$ cat config.mk
export PLATFORM = sky130hd
export DESIGN_NAME = resultStage
export DESIGN_NICKNAME = d
export VERILOG_FILES = /design/src/cpuPkg.sv /design/src/resultStage.sv
export SDC_FILE = /design/constraint.sdc
export NUM_CORES = 1
export LEC_CHECK = 0
export ABC_CLOCK_PERIOD_IN_PS = 800
export BUFFER_PORTS_ARGS = -buffer_cell sky130_fd_sc_hd__buf_2
export CORE_MARGIN = 2
export CORE_UTILIZATION = 27
export DETAILED_ROUTE_END_ITERATION = 8
export PLACE_DENSITY = 0.95
export SLEW_MARGIN = 20
export SYNTH_ARGS = -nofsm -noshare
export SYNTH_HDL_FRONTEND = slang
export SYNTH_SLANG_ARGS = --single-unit
$ cat constraint.sdc
create_clock -name vclk -period 0.8
set_input_delay 0.2 -clock vclk [all_inputs]
set_output_delay 0.2 -clock vclk [all_outputs]
set_load 0.03 [all_outputs]
$ cat src/cpuPkg.sv
`default_nettype none

package cpuPkg;

  // word and field widths
  localparam int DataWidth    = 32;  // data and instruction words
  localparam int RegAddrWidth = 5;   // 32 registers
  localparam int AluOpWidth   = 3;

  // major opcodes, instr[31:26]
  localparam logic [5:0] OpRType = 6'h00;
  localparam logic [5:0] OpLw    = 6'h23;
  localparam logic [5:0] OpSw    = 6'h2B;

  // funct codes for r-format
  localparam logic [5:0] FnAdd = 6'h20;
  localparam logic [5:0] FnSub = 6'h22;
  localparam logic [5:0] FnAnd = 6'h24;
  localparam logic [5:0] FnOr  = 6'h25;
  localparam logic [5:0] FnSll = 6'h00;
  localparam logic [5:0] FnSrl = 6'h02;

  // alu operation select
  localparam logic [AluOpWidth-1:0] AluAdd = 3'd0;
  localparam logic [AluOpWidth-1:0] AluSub = 3'd1;
  localparam logic [AluOpWidth-1:0] AluAnd = 3'd2;
  localparam logic [AluOpWidth-1:0] AluOr  = 3'd3;
  localparam logic [AluOpWidth-1:0] AluSll = 3'd4;
  localparam logic [AluOpWidth-1:0] AluSrl = 3'd5;

  // one instruction word, two ways to read it
  typedef union packed {
    struct packed {
      logic [5:0]              opcode;
      logic [RegAddrWidth-1:0] rs;
      logic [RegAddrWidth-1:0] rt;
      logic [RegAddrWidth-1:0] rd;     // destination for r-format
      logic [4:0]              shamt;  // sll/srl amount
      logic [5:0]              funct;
    } rFields;
    struct packed {
      logic [5:0]              opcode;
      logic [RegAddrWidth-1:0] rs;     // base register
      logic [RegAddrWidth-1:0] rt;     // lw dest / sw data
      logic [15:0]             imm16;  // signed offset
    } iFields;
  } instrWord_t;

endpackage

`default_nettype wire

$ cat src/resultStage.sv
`timescale 1ns/1ps
`default_nettype none

module resultStage import cpuPkg::*; (
  input  logic                    resValid,
  input  logic [RegAddrWidth-1:0] resReg,
  input  logic [DataWidth-1:0]    resData,
  output logic                    wrEn,
  output logic [RegAddrWidth-1:0] wrAddr,
  output logic [DataWidth-1:0]    wrData,
  output logic                    wbValid,
  output logic [RegAddrWidth-1:0] wbReg,
  output logic [DataWidth-1:0]    wbData
);

  // resValid already means a completed register write
  // regfile just obeys wrEn
  assign wrEn   = resValid;
  assign wrAddr = resReg;
  assign wrData = resData;

  // observation port, quiet when nothing retires
  assign wbValid = resValid;
  assign wbReg   = resValid ? resReg : '0;
  assign wbData  = resValid ? resData : '0;

endmodule

`default_nettype wire

Yosys cells after proc, flatten, opt, wreduce, memory -nomap -nowiden
Index checks and enable logic that the tools add are counted.
W data, S select, Z words.
{"block": "classes", "mux": 2}
{"op": "$mux W32", "count": 1}
{"op": "$mux W5", "count": 1}
{"block": "totals", "register_bits": 0, "output_inout_bits": 76}

Longest topological paths before layout
{"block": "logic_depth", "depth_word": 1, "ltp_mapped": 2, "ltp_nobuf": 1}

Worst setup path after synthesis
No wires, ideal clock.
{"block": "synth_path", "path_type": "input to output", "startpoint": "input port resValid", "endpoint": "output port wbData[0]", "t_arrival_ns": 0.563, "required_ns": 0.600, "path_slack_ns": 0.037, "cell_stages": 2, "n_path_buf": 1, "cell_sequence": "clkbuf_2 and2_2"}
{"block": "synth_between", "elab_chain_len": 1}
{"element": "start: declaration", "line": "resultStage.sv:5", "rtl": "input logic resValid,"}
{"element": "$mux W32", "line": "resultStage.sv:25", "rtl": "assign wbData = resValid ? resData : '0;"}
{"element": "end: declaration", "line": "resultStage.sv:13", "rtl": "output logic [DataWidth-1:0] wbData"}
Every way passes these cells.

Final worst setup path
{"block": "layout_path", "startpoint": "input port resValid", "endpoint": "output port wbReg[2]"}
{"block": "layout_between", "elab_chain_len": 1}
{"element": "$mux W5", "line": "resultStage.sv:24", "rtl": "assign wbReg = resValid ? resReg : '0;"}
{"element": "end: declaration", "line": "resultStage.sv:12", "rtl": "output logic [RegAddrWidth-1:0] wbReg,"}
Every way passes these cells.

==> out/qor.txt <==
outcome -> finished with violations
violated checks -> negative setup slack
Max-Cap Viols -> 0
Least-Margin Pin Slew -> 174 ps
sequential area share after synthesis -> 0
fill count -> 134
Fmax -> 1050 MHz
first-pass GRT wire length -> 4230 microns
WL/cell -> 18.1 microns
Area Overhead vs Synth -> 148%
Critical Path End Type -> primary output
FP Rows -> 16
post-synthesis instance area -> 586 sq um
Post-DP Area -> 970 sq um
DRT Pass-1 Iters -> 4
initial core utilization -> 0.293
core area -> 2000 sq um
final hold vios -> 0
Ports -> 114
syn_nets -> 117
Die W -> 50.6 microns
Placer Congestion -> 0.705
Global Route Usage Sum -> 0.220
final WL -> 3520 microns
Hold Path Origin -> resData[19]
PortBufs -> 114
Levels on crit path -> 4
crit path to -> wbReg[2]
vias per cell -> 4.44
Congestion Overflow GR -> 0
Bufs and invs on worst path -> 3
FFs & Latches -> 0
Seq. cell area -> 0 sq um
normalized max-slew margin -> 0.885
# clk buffers -> 0
RSZ-0062 raised after global routing -> yes
Final setup viols -> 41
cts hold-fix bufs -> 0
Setup WS pre-CTS -> -214 ps
number of global-route vias before repair -> 863
CP Cell Sequence -> buf_12, clkbuf_16, and2_4, buf_6
Synth cell types -> 3
largest net degree at the start of global routing -> 11
Post-DRT Antenna Nets -> 0
initial antenna violation count -> 0
Max VDD drop -> 0.000432 V
slowest CP cell -> clkbuf_16
fin crit share -> 1.19
PD cells -> 857 nW/um^2
setup TNS -> -5260 ps
initial detailed-routing violation count -> 4
share of cells above drive strength 1 -> 1.00
fin worst setup slack -> -151 ps
crit path max fanout -> 6
Yosys warnings -> 0
Top Family by Delay on Critical Path -> buffers and inverters
Mean Syn Cell Area -> 7.41 sq um
Tightest Hold Check Type -> in2out
Final #Nets -> 207
die area -> 2560 sq um
crit path launch -> resValid
DR vias -> 862
CP required -> 600 ps
minimum clock period -> 951 ps
Die Ht -> 50.6 microns
crit path launch type -> input pin
DRC -> 0
post-route cell area -> 1450 sq um
Leak Pwr -> 0.840 nW
slowest cell delay on critical path -> 150 ps
Inserted Diodes -> 0
Mapped Cells -> 79
critical path type -> in2out
fin. max-slew vios -> 0
crit path DAT -> 750 ps
how the worst min path moves through the flow:
stage                       to  cells after the start
global placement    wrData[20]                      2
global route         wrData[2]                      2
finish              wrData[19]                      2
floorplan              wbValid                      1
detailed placement  wrData[19]                      2
CTS                 wrData[19]                      2
timing repair:
action                                  CTS  global route
buffers inserted                          0             1
cloned                                    3             2
endpoints found under the setup margin   39            47
gates resized for setup                 112            31
per-stage QoR:
step	cells	power (mW)	hold slack, ps	utilization
after CTS	191	1.14	662	0.672
after global placement	188	0.862	660	0.484
final	194	1.25	666	0.726
after detailed placement	188	0.874	661	0.484
after floorplan	79	0.677	532	-
after global routing	194	1.29	673	0.726
report_power, final:
group	total (mW)	internal, mW	leakage [nW]	switching [mW]
clock network	0	0	0	0
registers	0	0	0	0
logic	1.25	0.573	0.840	0.673
layout make-up:
type	instances	area, sq um	share of cell area
Timing Repair Buffer	130	1100	0.754
Tap cell	27	33.8	0.0232
Multi-Input combinational cell	37	324	0.223
placed cells by master (no fill, tap or decap):
| cell type | n |
|---|---|
| and2_4 | 37 |
| buf_12 | 2 |
| buf_16 | 3 |
| buf_2 | 66 |
| buf_4 | 13 |
| buf_6 | 44 |
| clkbuf_16 | 2 |
cells by family (layout without fill, tap and decap cells):
group	after synthesis	after routing	synth area share
buffers and inverters	42	130	0.526
AND/OR/NAND/NOR	37	37	0.474
per-layer routing:
layer / global-route usage / part of all wire
met5: 0 / 0
met4: 0.113 / 0.049
met3: 0.0506 / 0.074
met2: 0.450 / 0.54
met1: 0.193 / 0.33
cells in the mapped netlist:
master,number,share of area
and2_2,37,0.47
clkbuf_2,3,0.026
buf_4,39,0.50
No activity file was read; power rests on OpenSTA's default activity.
