`src/cpuPkg.sv`:
```
`default_nettype none

package cpuPkg;

  // word and field widths
  localparam int DataWidth    = 32;  // data and instruction words
  localparam int RegAddrWidth = 5;   // 32 registers
  localparam int AluOpWidth   = 3;

  // major opcodes, instr[31:26]
  localparam logic [5:0] OpRType = 6'h00;
  localparam logic [5:0] OpLw    = 6'h23;
  localparam logic [5:0] OpSw    = 6'h2B;

  // funct codes for r-format
  localparam logic [5:0] FnAdd = 6'h20;
  localparam logic [5:0] FnSub = 6'h22;
  localparam logic [5:0] FnAnd = 6'h24;
  localparam logic [5:0] FnOr  = 6'h25;
  localparam logic [5:0] FnSll = 6'h00;
  localparam logic [5:0] FnSrl = 6'h02;

  // alu operation select
  localparam logic [AluOpWidth-1:0] AluAdd = 3'd0;
  localparam logic [AluOpWidth-1:0] AluSub = 3'd1;
  localparam logic [AluOpWidth-1:0] AluAnd = 3'd2;
  localparam logic [AluOpWidth-1:0] AluOr  = 3'd3;
  localparam logic [AluOpWidth-1:0] AluSll = 3'd4;
  localparam logic [AluOpWidth-1:0] AluSrl = 3'd5;

  // one instruction word, two ways to read it
  typedef union packed {
    struct packed {
      logic [5:0]              opcode;
      logic [RegAddrWidth-1:0] rs;
      logic [RegAddrWidth-1:0] rt;
      logic [RegAddrWidth-1:0] rd;     // destination for r-format
      logic [4:0]              shamt;  // sll/srl amount
      logic [5:0]              funct;
    } rFields;
    struct packed {
      logic [5:0]              opcode;
      logic [RegAddrWidth-1:0] rs;     // base register
      logic [RegAddrWidth-1:0] rt;     // lw dest / sw data
      logic [15:0]             imm16;  // signed offset
    } iFields;
  } instrWord_t;

endpackage

`default_nettype wire

```
`src/regFile.sv`:
```
`timescale 1ns/1ps
`default_nettype none

module regFile import cpuPkg::*; (
  input  logic                    clk,
  input  logic                    rst,
  input  logic [RegAddrWidth-1:0] rsAddr,
  input  logic [RegAddrWidth-1:0] rtAddr,
  output logic [DataWidth-1:0]    rsData,
  output logic [DataWidth-1:0]    rtData,
  input  logic                    wrEn,
  input  logic [RegAddrWidth-1:0] wrAddr,
  input  logic [DataWidth-1:0]    wrData
);

  localparam int NumRegs = 1 << RegAddrWidth;

  logic [DataWidth-1:0] regs [NumRegs];

  // reset loads register i with i
  // r0 is an ordinary register here, no hardwired zero
  always_ff @(posedge clk or posedge rst)
  begin
    if (rst)
    begin
      for (int i = 0; i < NumRegs; i++)
      begin
        regs[i] <= DataWidth'(i);
      end
    end
    else if (wrEn)
    begin
      regs[wrAddr] <= wrData;  // lands at the edge
    end
  end

  // read ports are plain muxes
  assign rsData = regs[rsAddr];
  assign rtData = regs[rtAddr];  // same-cycle write not bypassed, decode forwards

endmodule

`default_nettype wire

```
`config.mk`:
```
export PLATFORM = sky130hd
export DESIGN_NAME = regFile
export DESIGN_NICKNAME = d
export VERILOG_FILES = /design/src/cpuPkg.sv /design/src/regFile.sv
export SDC_FILE = /design/constraint.sdc
export NUM_CORES = 2
export LEC_CHECK = 0
export BUFFER_PORTS_ARGS = -buffer_cell sky130_fd_sc_hd__buf_2
export CAP_MARGIN = 40
export CORE_ASPECT_RATIO = 1.5
export CORE_MARGIN = 1
export CORE_UTILIZATION = 30
export DETAILED_ROUTE_END_ITERATION = 8
export HOLD_SLACK_MARGIN = 0.06
export PLACE_DENSITY = 0.52
export SLEW_MARGIN = 25
export SYNTH_ARGS = -nofsm -noshare
export SYNTH_HDL_FRONTEND = slang
export SYNTH_SLANG_ARGS = --single-unit
```
`constraint.sdc`:
```
create_clock -name clk -period 56 [get_ports clk]
set_input_delay 0 -clock clk [delete_from_list [all_inputs] [get_ports clk]]
set_output_delay 0 -clock clk [all_outputs]
set_load 0.05 [all_outputs]
```
After elaboration in Yosys (flattened, before gate mapping)
Index checks and enable logic that the tools add are counted.

operators by class
  reduce and logical (&&, ||, !) cells = 1
  div/mod/pow operators = 0
  add/subtract/negate cells = 0
  multipliers = 0
  magnitude comparators = 4
  bitwise gates (word level) = 3
  mux-type cells = 9
  shift-type cells = 0
  equal/unequal tests = 0

operators with widths
  operator            count
  $bwmux 1024         1
  $bmux 32 s5         2
  $demux 32 s5        1
  $mux 32             5
  $ge 6x6->1 const B  3
  $not 5->6           3
  $lt 6x1->1 const B  1
  $logic_and 1x1->1   1

word-level totals
  memories = 0
  RAM bits = 0
  memory bits (read-only) = 0
  bits in registers = 1024
  input bits = 50
  latch bits = 0

Logic depth before layout (Yosys ltp)
  depth in word-level cells = 6
  gate-level depth with buffers = 8
  mapped depth without buffers = 5

Worst setup path before layout
OpenSTA, ideal clock, no wires.

  path type = input port to output port
  from = input rtAddr[1]
  to = output rtData[0]
  data arrival time = 1.520 ns
  data required time = 56.000 ns
  stages on the path = 8
  buffers on the path = 4
  slack = 54.480 ns
  cells stage by stage = buf_2 buf_4 buf_2 buf_2 mux2i_1 nand2_1 a31oi_1 nand3_1

between the ends
  longest elaborated chain between the ends = 4

RTL lines
  what                                        RTL line       RTL
  start, declared                             regFile.sv:8   input logic [RegAddrWidth-1:0] rtAddr,
  $not 5->6 (implied by the code)             regFile.sv:39  assign rtData = regs[rtAddr];
  $bmux 32 s5                                 regFile.sv:39
  $mux 32 (implied by the code) (2 in a row)  regFile.sv:39
  end, declared                               regFile.sv:10  output logic [DataWidth-1:0] rtData,

No other way between the ends. The select of a mux whose other input is x is not followed.

Worst setup path after layout
  from = input rtAddr[1]
  to = output rtData[8]

The elaborated chain is that of the path after synthesis.

==> flow_summary_export.csv <==
group,metric,value,unit
status,status,"finished with violations",
status,violations,"design-rule violations",
sta,period_share,6.966,%
clocking,cts-htree-levels,3,
placed_design,dpl.hpwl,102.7,mm
grt,grt.total_usage,19.89,%
grt,antenna_found_initial,13,
drt,dr.pass1.iters,9,
sta,max_freq,256.4,MHz
sta,rsz0062_at_grt,"no",
drt,wl,192.0,mm
sta,worst_pin_slew,1159,ps
clocking,clockBufferDepth,3,
grt,overflow,0,
drt,drcViolationCount,2,
placed_design,place_congestion,0.7492,
cells_and_area,num-fill-cells,18675,
synthesis,syn_area,0.05632,mm2
critical_path,end_kind,"output port",
clocking,cts_tree,"yes",
critical_path,path_cells,"buf_8, buf_4, buf_16, buf_4, buf_4, buf_16, mux2i_1, a22o_1, nor3_1, a31oi_1, nand3_1, buf_2",
critical_path,reg2reg_from,"regs[528]",
drt,wl_per_cell,27.20,um
sta,drv_slew,0,
synthesis,yosys.cell_types.count,30,
die,core_area,0.1864,mm2
critical_path,critPathLaunch,"rtAddr[1]",
clocking,cts.clk_slew.worst_paths,70,ps
synthesis,ys_ff_latch,1024,
critical_path,worstReg2RegEnd,"regs[528]",
pwr,powerDensity,34.19,mW/mm2
drt,vias,39121,
placed_design,port_buffers,113,
synthesis,syn_nets,4656,
die,fp-row-count,194,
sta,slew_headroom,22.75,%
critical_path,start_kind,"input port",
critical_path,cp-endpoint,"rtData[8]",
clocking,clock_sinks,1024,
die,die_y,532.7,um
grt,grt_max_degree,166,
critical_path,slowest_delay,680,ps
synthesis,ys_top_cells_by_count,"mux2i_1 (1024), mux2_2 (987), dfrtp_1 (944)",
sta,setup_viol,0,
synthesis,ys_seq_area_share,45.67,%
cells_and_area,final_net_count,4573,
cells_and_area,largest_reg_flops,1024,
critical_path,r2r_slack,55190,ps
cells_and_area,fin_cells,7059,
synthesis,synth_top_cell_by_area,"dfrtp_1",
critical_path,cp.required,56000,ps
critical_path,crit_arrival,3900,ps
synthesis,syn_avg_cell_area,12.23,um2
synthesis,synth_mux_area_share,38.67,%
critical_path,worst_path_max_delay_cell,"buf_8",
synthesis,synthXorXnorAreaFrac,0,%
pwr,ir_drop,0.03086,mV
grt,grt_pass1_vias,40160,
drt,drtIter0Drc,2746,
critical_path,cpMostUsedCell,"buf_4",
synthesis,synth_edf_count,0,
synthesis,yosys_warnings,0,
drt,drt-vias-per-instance,5.542,
die,die_area,0.1895,mm2
critical_path,crit_type,"input port to output port",
critical_path,critPathMaxFanout,91,
synthesis,netlist_instances,4606,
synthesis,yosysTopAreaCellShare,41.94,%
grt,grt_pass1_wl,280.0,mm
synthesis,synthTopCellsByArea,"dfrtp_1 (42%), mux2_2 (20%), mux2i_1 (18%)",
synthesis,synth_top_family_by_area,"multiplexers",
sta,clock_skew,0,ps
synthesis,synthArstFlopShare,100.0,%
clocking,cts_setup_buffers,0,
critical_path,r2r_cells,1,
sta,setup_tns,0,ps
synthesis,synthSimpleGateAreaFrac,4.372,%
synthesis,yosys_most_used_dff,"dfrtp_1",
sta,final_hold_viol_count,0,
synthesis,synth.most_common_cell,"mux2i_1",
cells_and_area,reg.largest.list,"regs x1024",
clocking,clockRootBuffer,"clkbuf_16",
cells_and_area,drive_gt1_share,32.57,%
cells_and_area,top_register,"regs",
drt,ant_nets,0,
clocking,insertion_delay,700,ps
die,initial_core_util,30.21,%
pwr,power.total,2.155,mW
flow_run,cap_violations,0,
pwr,total_leakage_power,28.88,nW
die,pin_count,114,
sta,min_period,3901,ps
synthesis,synth_compound_area_share,6.967,%
worst_hold_path,hold_path.class,"input port to asynchronous set/reset pin",
cells_and_area,areaGrowthSynthToFinish,11.91,%
sta,postLayoutSetupSlackWorst,52100,ps
placed_design,dp_cells,6830,
clocking,cts_buffers,96,
synthesis,synth_adder_area_share,0,%
placed_design,dpl_worst_slack,52070,ps
die,die_w,355.8,um
## stage by stage
stage	area [um2]	hold slack [ps]	util [%]
global route	63020	467.3	33.81
floorplan	56320	134.7	-
finish	63030	450.5	33.81
CTS	62930	411.4	33.76
global placement	58340	280.5	31.29
detailed placement	59190	17.72	31.75
## cells by family after synthesis
family	after synthesis
muxes	2048
DFF	1024
AOI/OAI and AO/OA	576
and+or+nand+nor	513
buffers and inverters	445
## critical path: cells and delay by family
family	cells	cell delay (ps)
AO/OA/AOI/OAI	2	450
buffers and inverters	7	2890
multiplexers	1	220
AND/OR/NAND/NOR	2	180
## metal layers
layer  wire length, um  GRT usage (%)  vias up
met1             83750          26.02    20903
li1                  -              -    16837
met3              8855          2.832      333
met4              7056          7.415       10
met5                57              0        -
met2             92260          33.06     1038
## worst min-delay path by stage
stage                      endpoint  slack (ps)  cells after the start
after floorplan           regs[363]         130                      1
after detailed placement  regs[252]          20                      2
after CTS                 regs[252]         410                      4
after global routing      regs[252]         470                      4
after global placement    regs[252]         280                      2
final                     regs[252]         450                      4
## layout by cell type (no fill, tap or decap), drive strengths merged, types with 65 or more instances in the layout
cell type,n
dfstp,80
a22o,128
dfrtp,944
mux2i,1024
nor3,65
nand3,194
a22oi,192
nand2,211
clkbuf,146
buf,222
mux2,1024
a21oi,192
## repair_timing
item                       CTS  global route
resized for setup            0             0
hold endpoints to repair  1313             0
hold buffers                41             0
## area by class of cell
class | instances | area (um2) | area share (%)
diodes | 6 | 15.01 | 0.02382
clock buffers | 146 | 2948 | 4.677
clock inverters | 32 | 382.9 | 0.6074
inverters | 1 | 11.26 | 0.01787
multi-input cells | 3137 | 28270 | 44.86
flip-flops and latches | 1024 | 25720 | 40.81
well taps | 2450 | 3065 | 4.864
repair buffers | 263 | 2610 | 4.141
## where the power goes
group,total [mW],internal [mW],switching [mW]
Combinational,0.448,0.223,0.225
Sequential,1.00,0.893,0.108
Clock,0.705,0.400,0.305
Total,2.16,1.52,0.639
Note: power is estimated with default switching activity, not from simulation.
