`src/cpuPkg.sv`:
```
`default_nettype none

package cpuPkg;

  // word and field widths
  localparam int DataWidth    = 32;  // data and instruction words
  localparam int RegAddrWidth = 5;   // 32 registers
  localparam int AluOpWidth   = 3;

  // major opcodes, instr[31:26]
  localparam logic [5:0] OpRType = 6'h00;
  localparam logic [5:0] OpLw    = 6'h23;
  localparam logic [5:0] OpSw    = 6'h2B;

  // funct codes for r-format
  localparam logic [5:0] FnAdd = 6'h20;
  localparam logic [5:0] FnSub = 6'h22;
  localparam logic [5:0] FnAnd = 6'h24;
  localparam logic [5:0] FnOr  = 6'h25;
  localparam logic [5:0] FnSll = 6'h00;
  localparam logic [5:0] FnSrl = 6'h02;

  // alu operation select
  localparam logic [AluOpWidth-1:0] AluAdd = 3'd0;
  localparam logic [AluOpWidth-1:0] AluSub = 3'd1;
  localparam logic [AluOpWidth-1:0] AluAnd = 3'd2;
  localparam logic [AluOpWidth-1:0] AluOr  = 3'd3;
  localparam logic [AluOpWidth-1:0] AluSll = 3'd4;
  localparam logic [AluOpWidth-1:0] AluSrl = 3'd5;

  // one instruction word, two ways to read it
  typedef union packed {
    struct packed {
      logic [5:0]              opcode;
      logic [RegAddrWidth-1:0] rs;
      logic [RegAddrWidth-1:0] rt;
      logic [RegAddrWidth-1:0] rd;     // destination for r-format
      logic [4:0]              shamt;  // sll/srl amount
      logic [5:0]              funct;
    } rFields;
    struct packed {
      logic [5:0]              opcode;
      logic [RegAddrWidth-1:0] rs;     // base register
      logic [RegAddrWidth-1:0] rt;     // lw dest / sw data
      logic [15:0]             imm16;  // signed offset
    } iFields;
  } instrWord_t;

endpackage

`default_nettype wire

```
`src/decodeStage.sv`:
```
`timescale 1ns/1ps
`default_nettype none

module decodeStage import cpuPkg::*; (
  input  logic                    clk,
  input  logic                    rst,
  input  instrWord_t              instr,
  input  logic                    instrValid,
  output logic [RegAddrWidth-1:0] rsAddr,
  output logic [RegAddrWidth-1:0] rtAddr,
  input  logic [DataWidth-1:0]    rsData,
  input  logic [DataWidth-1:0]    rtData,
  input  logic                    exFwdValid,
  input  logic [RegAddrWidth-1:0] exFwdReg,
  input  logic [DataWidth-1:0]    exFwdData,
  input  logic                    resValid,
  input  logic [RegAddrWidth-1:0] resReg,
  input  logic [DataWidth-1:0]    resData,
  output logic                    exValid,
  output logic                    exRegWrite,
  output logic                    exMemWrite,
  output logic                    exMemToReg,
  output logic                    exAluSrcImm,
  output logic [AluOpWidth-1:0]   exAluOp,
  output logic [RegAddrWidth-1:0] exDest,
  output logic [DataWidth-1:0]    exOpA,
  output logic [DataWidth-1:0]    exOpB,
  output logic [DataWidth-1:0]    exImm,
  output logic [4:0]              exShamt
);

  instrWord_t            decInstr;  // decode register
  logic                  decValid;
  logic                  known;     // opcode and funct recognized
  logic                  regWrite;
  logic                  memWrite;
  logic                  memToReg;
  logic                  aluSrcImm;
  logic [AluOpWidth-1:0] aluOp;
  logic [RegAddrWidth-1:0] dest;
  logic [DataWidth-1:0]  immExt;
  logic [DataWidth-1:0]  opA;
  logic [DataWidth-1:0]  opB;

  // newest value wins: execute, then result reg, then register file
  function automatic logic [DataWidth-1:0] pickOperand(
    input logic [RegAddrWidth-1:0] addr,
    input logic [DataWidth-1:0]    rfVal,
    input logic                    fwdExValid,
    input logic [RegAddrWidth-1:0] fwdExReg,
    input logic [DataWidth-1:0]    fwdExData,
    input logic                    fwdResValid,
    input logic [RegAddrWidth-1:0] fwdResReg,
    input logic [DataWidth-1:0]    fwdResData
  );
    if (fwdExValid && fwdExReg == addr)
      return fwdExData;
    else if (fwdResValid && fwdResReg == addr)
      return fwdResData;
    return rfVal;
  endfunction

  // decode register, a bubble just carries valid low
  always_ff @(posedge clk or posedge rst)
  begin
    if (rst)
    begin
      decInstr <= '0;
      decValid <= 1'b0;
    end
    else
    begin
      decInstr <= instr;
      decValid <= instrValid;
    end
  end

  assign rsAddr = decInstr.rFields.rs;
  assign rtAddr = decInstr.rFields.rt;
  assign immExt = {{(DataWidth-16){decInstr.iFields.imm16[15]}}, decInstr.iFields.imm16};

  // control decode
  always_comb
  begin
    known     = 1'b0;
    regWrite  = 1'b0;
    memWrite  = 1'b0;
    memToReg  = 1'b0;
    aluSrcImm = 1'b0;
    aluOp     = AluAdd;               // lw/sw address add
    dest      = decInstr.iFields.rt;  // i-format target
    case (decInstr.rFields.opcode)
      OpRType:
      begin
        regWrite = 1'b1;
        dest     = decInstr.rFields.rd;
        known    = 1'b1;
        case (decInstr.rFields.funct)
          FnAdd:   aluOp = AluAdd;
          FnSub:   aluOp = AluSub;
          FnAnd:   aluOp = AluAnd;
          FnOr:    aluOp = AluOr;
          FnSll:   aluOp = AluSll;
          FnSrl:   aluOp = AluSrl;
          default: known = 1'b0;  // unknown funct becomes a bubble
        endcase
      end
      OpLw:
      begin
        known     = 1'b1;
        regWrite  = 1'b1;
        memToReg  = 1'b1;
        aluSrcImm = 1'b1;
      end
      OpSw:
      begin
        known     = 1'b1;
        memWrite  = 1'b1;
        aluSrcImm = 1'b1;
      end
      default: known = 1'b0;
    endcase
  end

  always_comb
  begin
    opA = pickOperand(rsAddr, rsData, exFwdValid, exFwdReg, exFwdData,
                      resValid, resReg, resData);
    opB = pickOperand(rtAddr, rtData, exFwdValid, exFwdReg, exFwdData,
                      resValid, resReg, resData);
  end

  // execute-input register
  always_ff @(posedge clk or posedge rst)
  begin
    if (rst)
    begin
      exValid     <= 1'b0;
      exRegWrite  <= 1'b0;
      exMemWrite  <= 1'b0;
      exMemToReg  <= 1'b0;
      exAluSrcImm <= 1'b0;
      exAluOp     <= AluAdd;
      exDest      <= '0;
      exOpA       <= '0;
      exOpB       <= '0;
      exImm       <= '0;
      exShamt     <= '0;
    end
    else
    begin
      exValid     <= decValid && known;
      exRegWrite  <= regWrite;
      exMemWrite  <= memWrite;
      exMemToReg  <= memToReg;
      exAluSrcImm <= aluSrcImm;
      exAluOp     <= aluOp;
      exDest      <= dest;
      exOpA       <= opA;
      exOpB       <= opB;  // also sw store data
      exImm       <= immExt;
      exShamt     <= decInstr.rFields.shamt;
    end
  end

endmodule

`default_nettype wire

```
`config.mk`:
```
export PLATFORM = sky130hd
export DESIGN_NAME = decodeStage
export DESIGN_NICKNAME = d
export VERILOG_FILES = /design/src/cpuPkg.sv /design/src/decodeStage.sv
export SDC_FILE = /design/constraint.sdc
export NUM_CORES = 1
export LEC_CHECK = 0
export BUFFER_PORTS_ARGS = -buffer_cell sky130_fd_sc_hd__buf_2
export CAP_MARGIN = 0
export CORE_ASPECT_RATIO = 0.9
export CORE_MARGIN = 2
export CORE_UTILIZATION = 45
export CTS_CLUSTER_DIAMETER = 30
export DETAILED_ROUTE_END_ITERATION = 10
export GPL_TIMING_DRIVEN = 0
export PLACE_DENSITY = 0.85
export SYNTH_ARGS = -nofsm -noshare
export SYNTH_HDL_FRONTEND = slang
export SYNTH_SLANG_ARGS = --single-unit
export TNS_END_PERCENT = 1
```
`constraint.sdc`:
```
create_clock -name clk -period 4.82 [get_ports clk]
set_input_delay 0.241 -clock clk [delete_from_list [all_inputs] [get_ports clk]]
set_output_delay 0.241 -clock clk [all_outputs]
set_load 0.1 [all_outputs]
```
# == Word-level counts from Yosys, hierarchy flattened ==
# Cells that the tools add are included.
# Widths: inputs -> output; s select.
# word_totals
ff_bits,131
in_bits,175
output_inout_bits,124
# classes
eq_ne,11
n_mux,19
n_reduce_logical,10
# ops
op,count
$mux 32,6
$eq 6x6->1 const B,6
$eq 5x5->1,4
$pmux 3 s5,1
$logic_not 6->1,2
$mux 1,9
$eq 6x2->1 const B,1
$reduce_or 6->1,1
$logic_and 1x1->1,5
$mux 5,1
$reduce_or 2->1,2
$mux 3,1
$pmux 1 s2,1

# == Longest topological paths before layout ==
# depth
ltp_word,5
depth_mapped,6
ltp_nobuf,4

# == Least setup slack after synthesis ==
# OpenSTA, ideal clock, no wires.
# synth_timing
path_type,flip-flop to output port
startpoint,"reg, netlist name exImm[15]"
endpoint,out exImm[16]
arrival_ps,1573
required_ps,4579
path_slack_ps,3006
stages_incl_launch_ff,2
cell_sequence,dfrtp_1 buf_4
# synth_rtl
item,line_no,source
to (decl),decodeStage.sv:28,"output logic [DataWidth-1:0] exImm,"
# No word-level cell between the ends.

# == Worst setup path after layout ==
# layout_timing
startpoint,reg decInstr[16] (netlist name)
endpoint,reg exOpB[13]
# layout_via
elab_chain_cells,5
# layout_rtl
item,line_no,source
from (decl),decodeStage.sv:32,instrWord_t decInstr;
from (signal assigned),decodeStage.sv:73,decInstr <= instr;
$eq 5x5->1,decodeStage.sv:58,else if (fwdResValid && fwdResReg == addr)
$logic_and 1x1->1,decodeStage.sv:58,
$mux 1,decodeStage.sv:58,
$mux 1,decodeStage.sv:56,if (fwdExValid && fwdExReg == addr)
$mux 32 *,decodeStage.sv:60,return rfVal;
net opB[13],decodeStage.sv:43,logic [DataWidth-1:0] opB;
to (signal assigned),decodeStage.sv:160,exOpB <= opB;
to (decl),decodeStage.sv:27,"output logic [DataWidth-1:0] exOpB,"
# The timed path passes the listed nets; every way through them passes the cells marked *.

==> run_results.csv <==
group,metric,value,unit
synthesis,synthFlopType,"dfrtp_1",
layout,fin_nets,1074,
synthesis,synthTopCellsByCount,"dfrtp_1 (126), nor3_1 (65), o21ai_0 (65)",
timing,slew_viol_final,0,
synthesis,synth_top_area_cell,"dfrtp_1",
floorplan,start_util,46.1,%
setup_path,rrSetupSlack,2.52,ns
setup_path,crit_end,"exOpB[13]$_DFF_PP0_",
placed_design,gp_congestion,0.941,
floorplan,core,12000,µm²
layout,antenna_cells,0,
floorplan,io_pins,299,
clock_network,clkSinkCount,126,
global_routing,track_usage,30.8,%
routing,vias,5884,
synthesis,synth.distinct_cells,25,
setup_path,cp-end-kind,"flip-flop",
clock_network,post_cts_buffers,0,
synthesis,synth-edff-count,0,
clock_network,cts_max_path_buffers,2,
clock_network,cts_tree,"built",
layout,area_growth,47.8,%
synthesis,yosys_register_bits,126,
floorplan,fp.dieW,121,µm
synthesis,synth-async-reset-ratio,100,%
power,p_leak,0.00377,µW
routing,drt.antenna.violating_nets,0,
power,power_switching,1290,µW
outcome,status,"finished, final reports clean",
global_routing,grt_pass1_vias,5546,
clock_network,cts_buffers,17,
routing,drt_iter0_drc,813,
synthesis,ys_top_cells_by_area,"dfrtp_1 (57%), a31oi_1 (7.2%), or3_1 (7.2%), nor3_1 (5.9%), o21ai_0 (5.9%)",
power,power_switching_share,39.2,%
timing,worstMarginPinSlew,0.670,ns
routing,viasPerCell,5.49,
setup_path,crit_start,"decInstr[16]$_DFF_PP0_",
global_routing,grt_antenna_before_repair,0,
floorplan,dieArea,13200,µm²
floorplan,std_cell_rows,38,
global_routing,use_met3,6.54,%
power,clock_power_share,38.3,%
global_routing,grt_max_degree,72,
power,power_frac_comb,26.7,%
setup_path,r2r-start,"decInstr[16]$_DFF_PP0_",
synthesis,synth_nets,723,
setup_path,crit_path_start_kind,"flip-flop",
clock_network,cts.repair.resized,0,
floorplan,die_y,109,µm
synthesis,syn_area,5540,µm²
setup_path,r2r_end,"exOpB[13]$_DFF_PP0_",
placed_design,io_buffers,297,
setup_path,crit_type,"reg -> reg",
timing,slew_headroom,55.2,%
global_routing,gr-usage-met2,51.0,%
clock_network,hold_buffers,34,
timing,fin_ws,2.52,ns
timing,timing.final.hold_violations,0,
setup_path,r2r_cells,5,
placed_design,hpwl,14800,µm
power,internal-power,2000,µW
layout,drive_gt1_share,41.7,%
power,vdd_drop_max,0.000250,V
synthesis,synth.most_common_cell,"dfrtp_1",
global_routing,grt.busiest_layer,"met2",
setup_path,cp.arrival,2.62,ns
setup_path,path_max_fanout,10,
timing,rsz0062_at_grt,"no",
routing,dr.pass1.iters,8,
timing,finalCritPeriodShare,47.7,%
synthesis,synth_area_per_cell,10.1,µm²
hold_path,hold_depth,3,
timing,fmaxAchievable,435,MHz
setup_path,crit_required,5.14,ns
clock_network,path_clk_slew,0.06,ns
clock_network,clockRootBuffer,"clkbuf_16",
synthesis,ys_warn_count,0,
hold_path,hp-class,"in -> reg",
timing,fin_skew,0.00912,ns
synthesis,yosysTopAreaCellShare,56.9,%
global_routing,grt_pass1_wl,30400,µm
timing,finalSetupViolCount,0,
global_routing,grtUsageMet1,40.7,%
flow_run,drv_cap,0,
routing,route.detailed.drc,0,
synthesis,synth_cells,548,
power,seqPwrFrac,35.0,%
global_routing,grt.overflow.total,0,
timing,fin_crit,2.30,ns
placed_design,dp_slack,2.69,ns
clock_network,clock_latency,0.41,ns
power,power_density,401,nW/µm²
synthesis,synth_seq_area_share,56.9,%
routing,wirelength,20500,µm
routing,wl_per_cell,19.1,µm
clock_network,htreeDepth,4,
layout,post-route-util,68.1,%
## layout make-up
| class | count | area [µm²] |
|---|---|---|
| tap | 160 | 200 |
| timing repair buffer | 332 | 1850 |
| fill | 961 | 3840 |
| sequential | 126 | 3150 |
| clock buffer | 17 | 425 |
| multi-input combinational | 341 | 1960 |
| buffer | 79 | 427 |
| clock inverter | 15 | 165 |
| inverter | 2 | 12.5 |
## flip-flops by register name, summed over array words and instances, names as in the netlist
register and count:
exOpB 32, exAluSrcImm 1, exAluOp 3, exValid 1, decValid 1, exRegWrite 1, decInstr 32, exMemToReg 1
exOpA 32, exShamt 4, exMemWrite 1, exImm 12, exDest 5
## cell families after synthesis
| logic type | count (synthesis) | synth area share [%] |
|---|---|---|
| xor gates and xnor gates | 20 | 3.16 |
| DFF | 126 | 56.9 |
| buffers and inverters | 81 | 7.83 |
| and+or+nand+nor | 184 | 17.6 |
| muxes | 5 | 1.02 |
| AOI/OAI and AO/OA | 132 | 13.5 |
## metal layers
layer	share of wire, %	up-vias
met5	0	-
met4	1.9	0
met3	9.5	43
met2	49	445
met1	39	2756
li1	-	2640
## critical path, cell delays in order (launching register included)
cell and delay (ns):
dfrtp_1 0.45, xor2_1 0.59, nand2b_1 0.33, clkbuf_1 0.41, o21ai_0 0.21, a31oi_1 0.22
## worst min-delay path by stage
stage                            from                     to  slack [ns]
2_1_floorplan                instr[0]  decInstr[0]$_DFF_PP0_        0.27
3_3_place_gp   decInstr[10]$_DFF_PP0_    exImm[10]$_DFF_PP0_        0.33
3_5_place_dp                      rst   exShamt[2]$_DFF_PP0_        0.32
4_1_cts                    rtData[28]    exOpB[28]$_DFF_PP0_        0.09
5_1_grt                    rtData[28]    exOpB[28]$_DFF_PP0_        0.09
6_report                    rtData[3]     exOpB[3]$_DFF_PP0_        0.10
## layout by cell type (no fill, tap or decap), types with 2 or more instances in the layout
cell,n
buf_2,304
dfrtp_1,126
o21ai_0,65
nor3_1,65
or3_1,64
a31oi_1,64
clkbuf_1,37
nand2_1,36
dlygate4sd3_1,34
buf_4,31
xnor2_1,18
clkbuf_16,17
nor2_1,6
inv_6,6
mux2_2,5
inv_8,5
clkbuf_2,4
nand4_1,3
clkinv_8,3
nand4_2,2
xor2_1,2
nand2b_1,2
or2_1,2
nor4_1,2
## power groups by stage
| stage | Sequential, µW | Clock (µW) | Combinational (µW) |
|---|---|---|---|
| final | 1150 | 1260 | 878 |
| after global routing | 1160 | 1330 | 911 |
| after CTS | 1150 | 1270 | 871 |
| after detailed placement | 1170 | 0 | 847 |
| after global placement | 1170 | 0 | 838 |
| after floorplan | 1540 | 0 | 258 |
## stage by stage
step	hold WS [ns]	instances	area, µm²	total power (µW)	setup TNS (ns)
finish	0.102	1072	8190	3290	0
global route	0.0914	1072	8190	3400	0
CTS	0.0882	1072	8190	3300	0
detailed placement	0.324	1006	7260	2010	0
global placement	0.332	1005	7230	2000	-9.17
floorplan	0.272	548	5540	1800	0
Power figures use the tool's default switching activity.
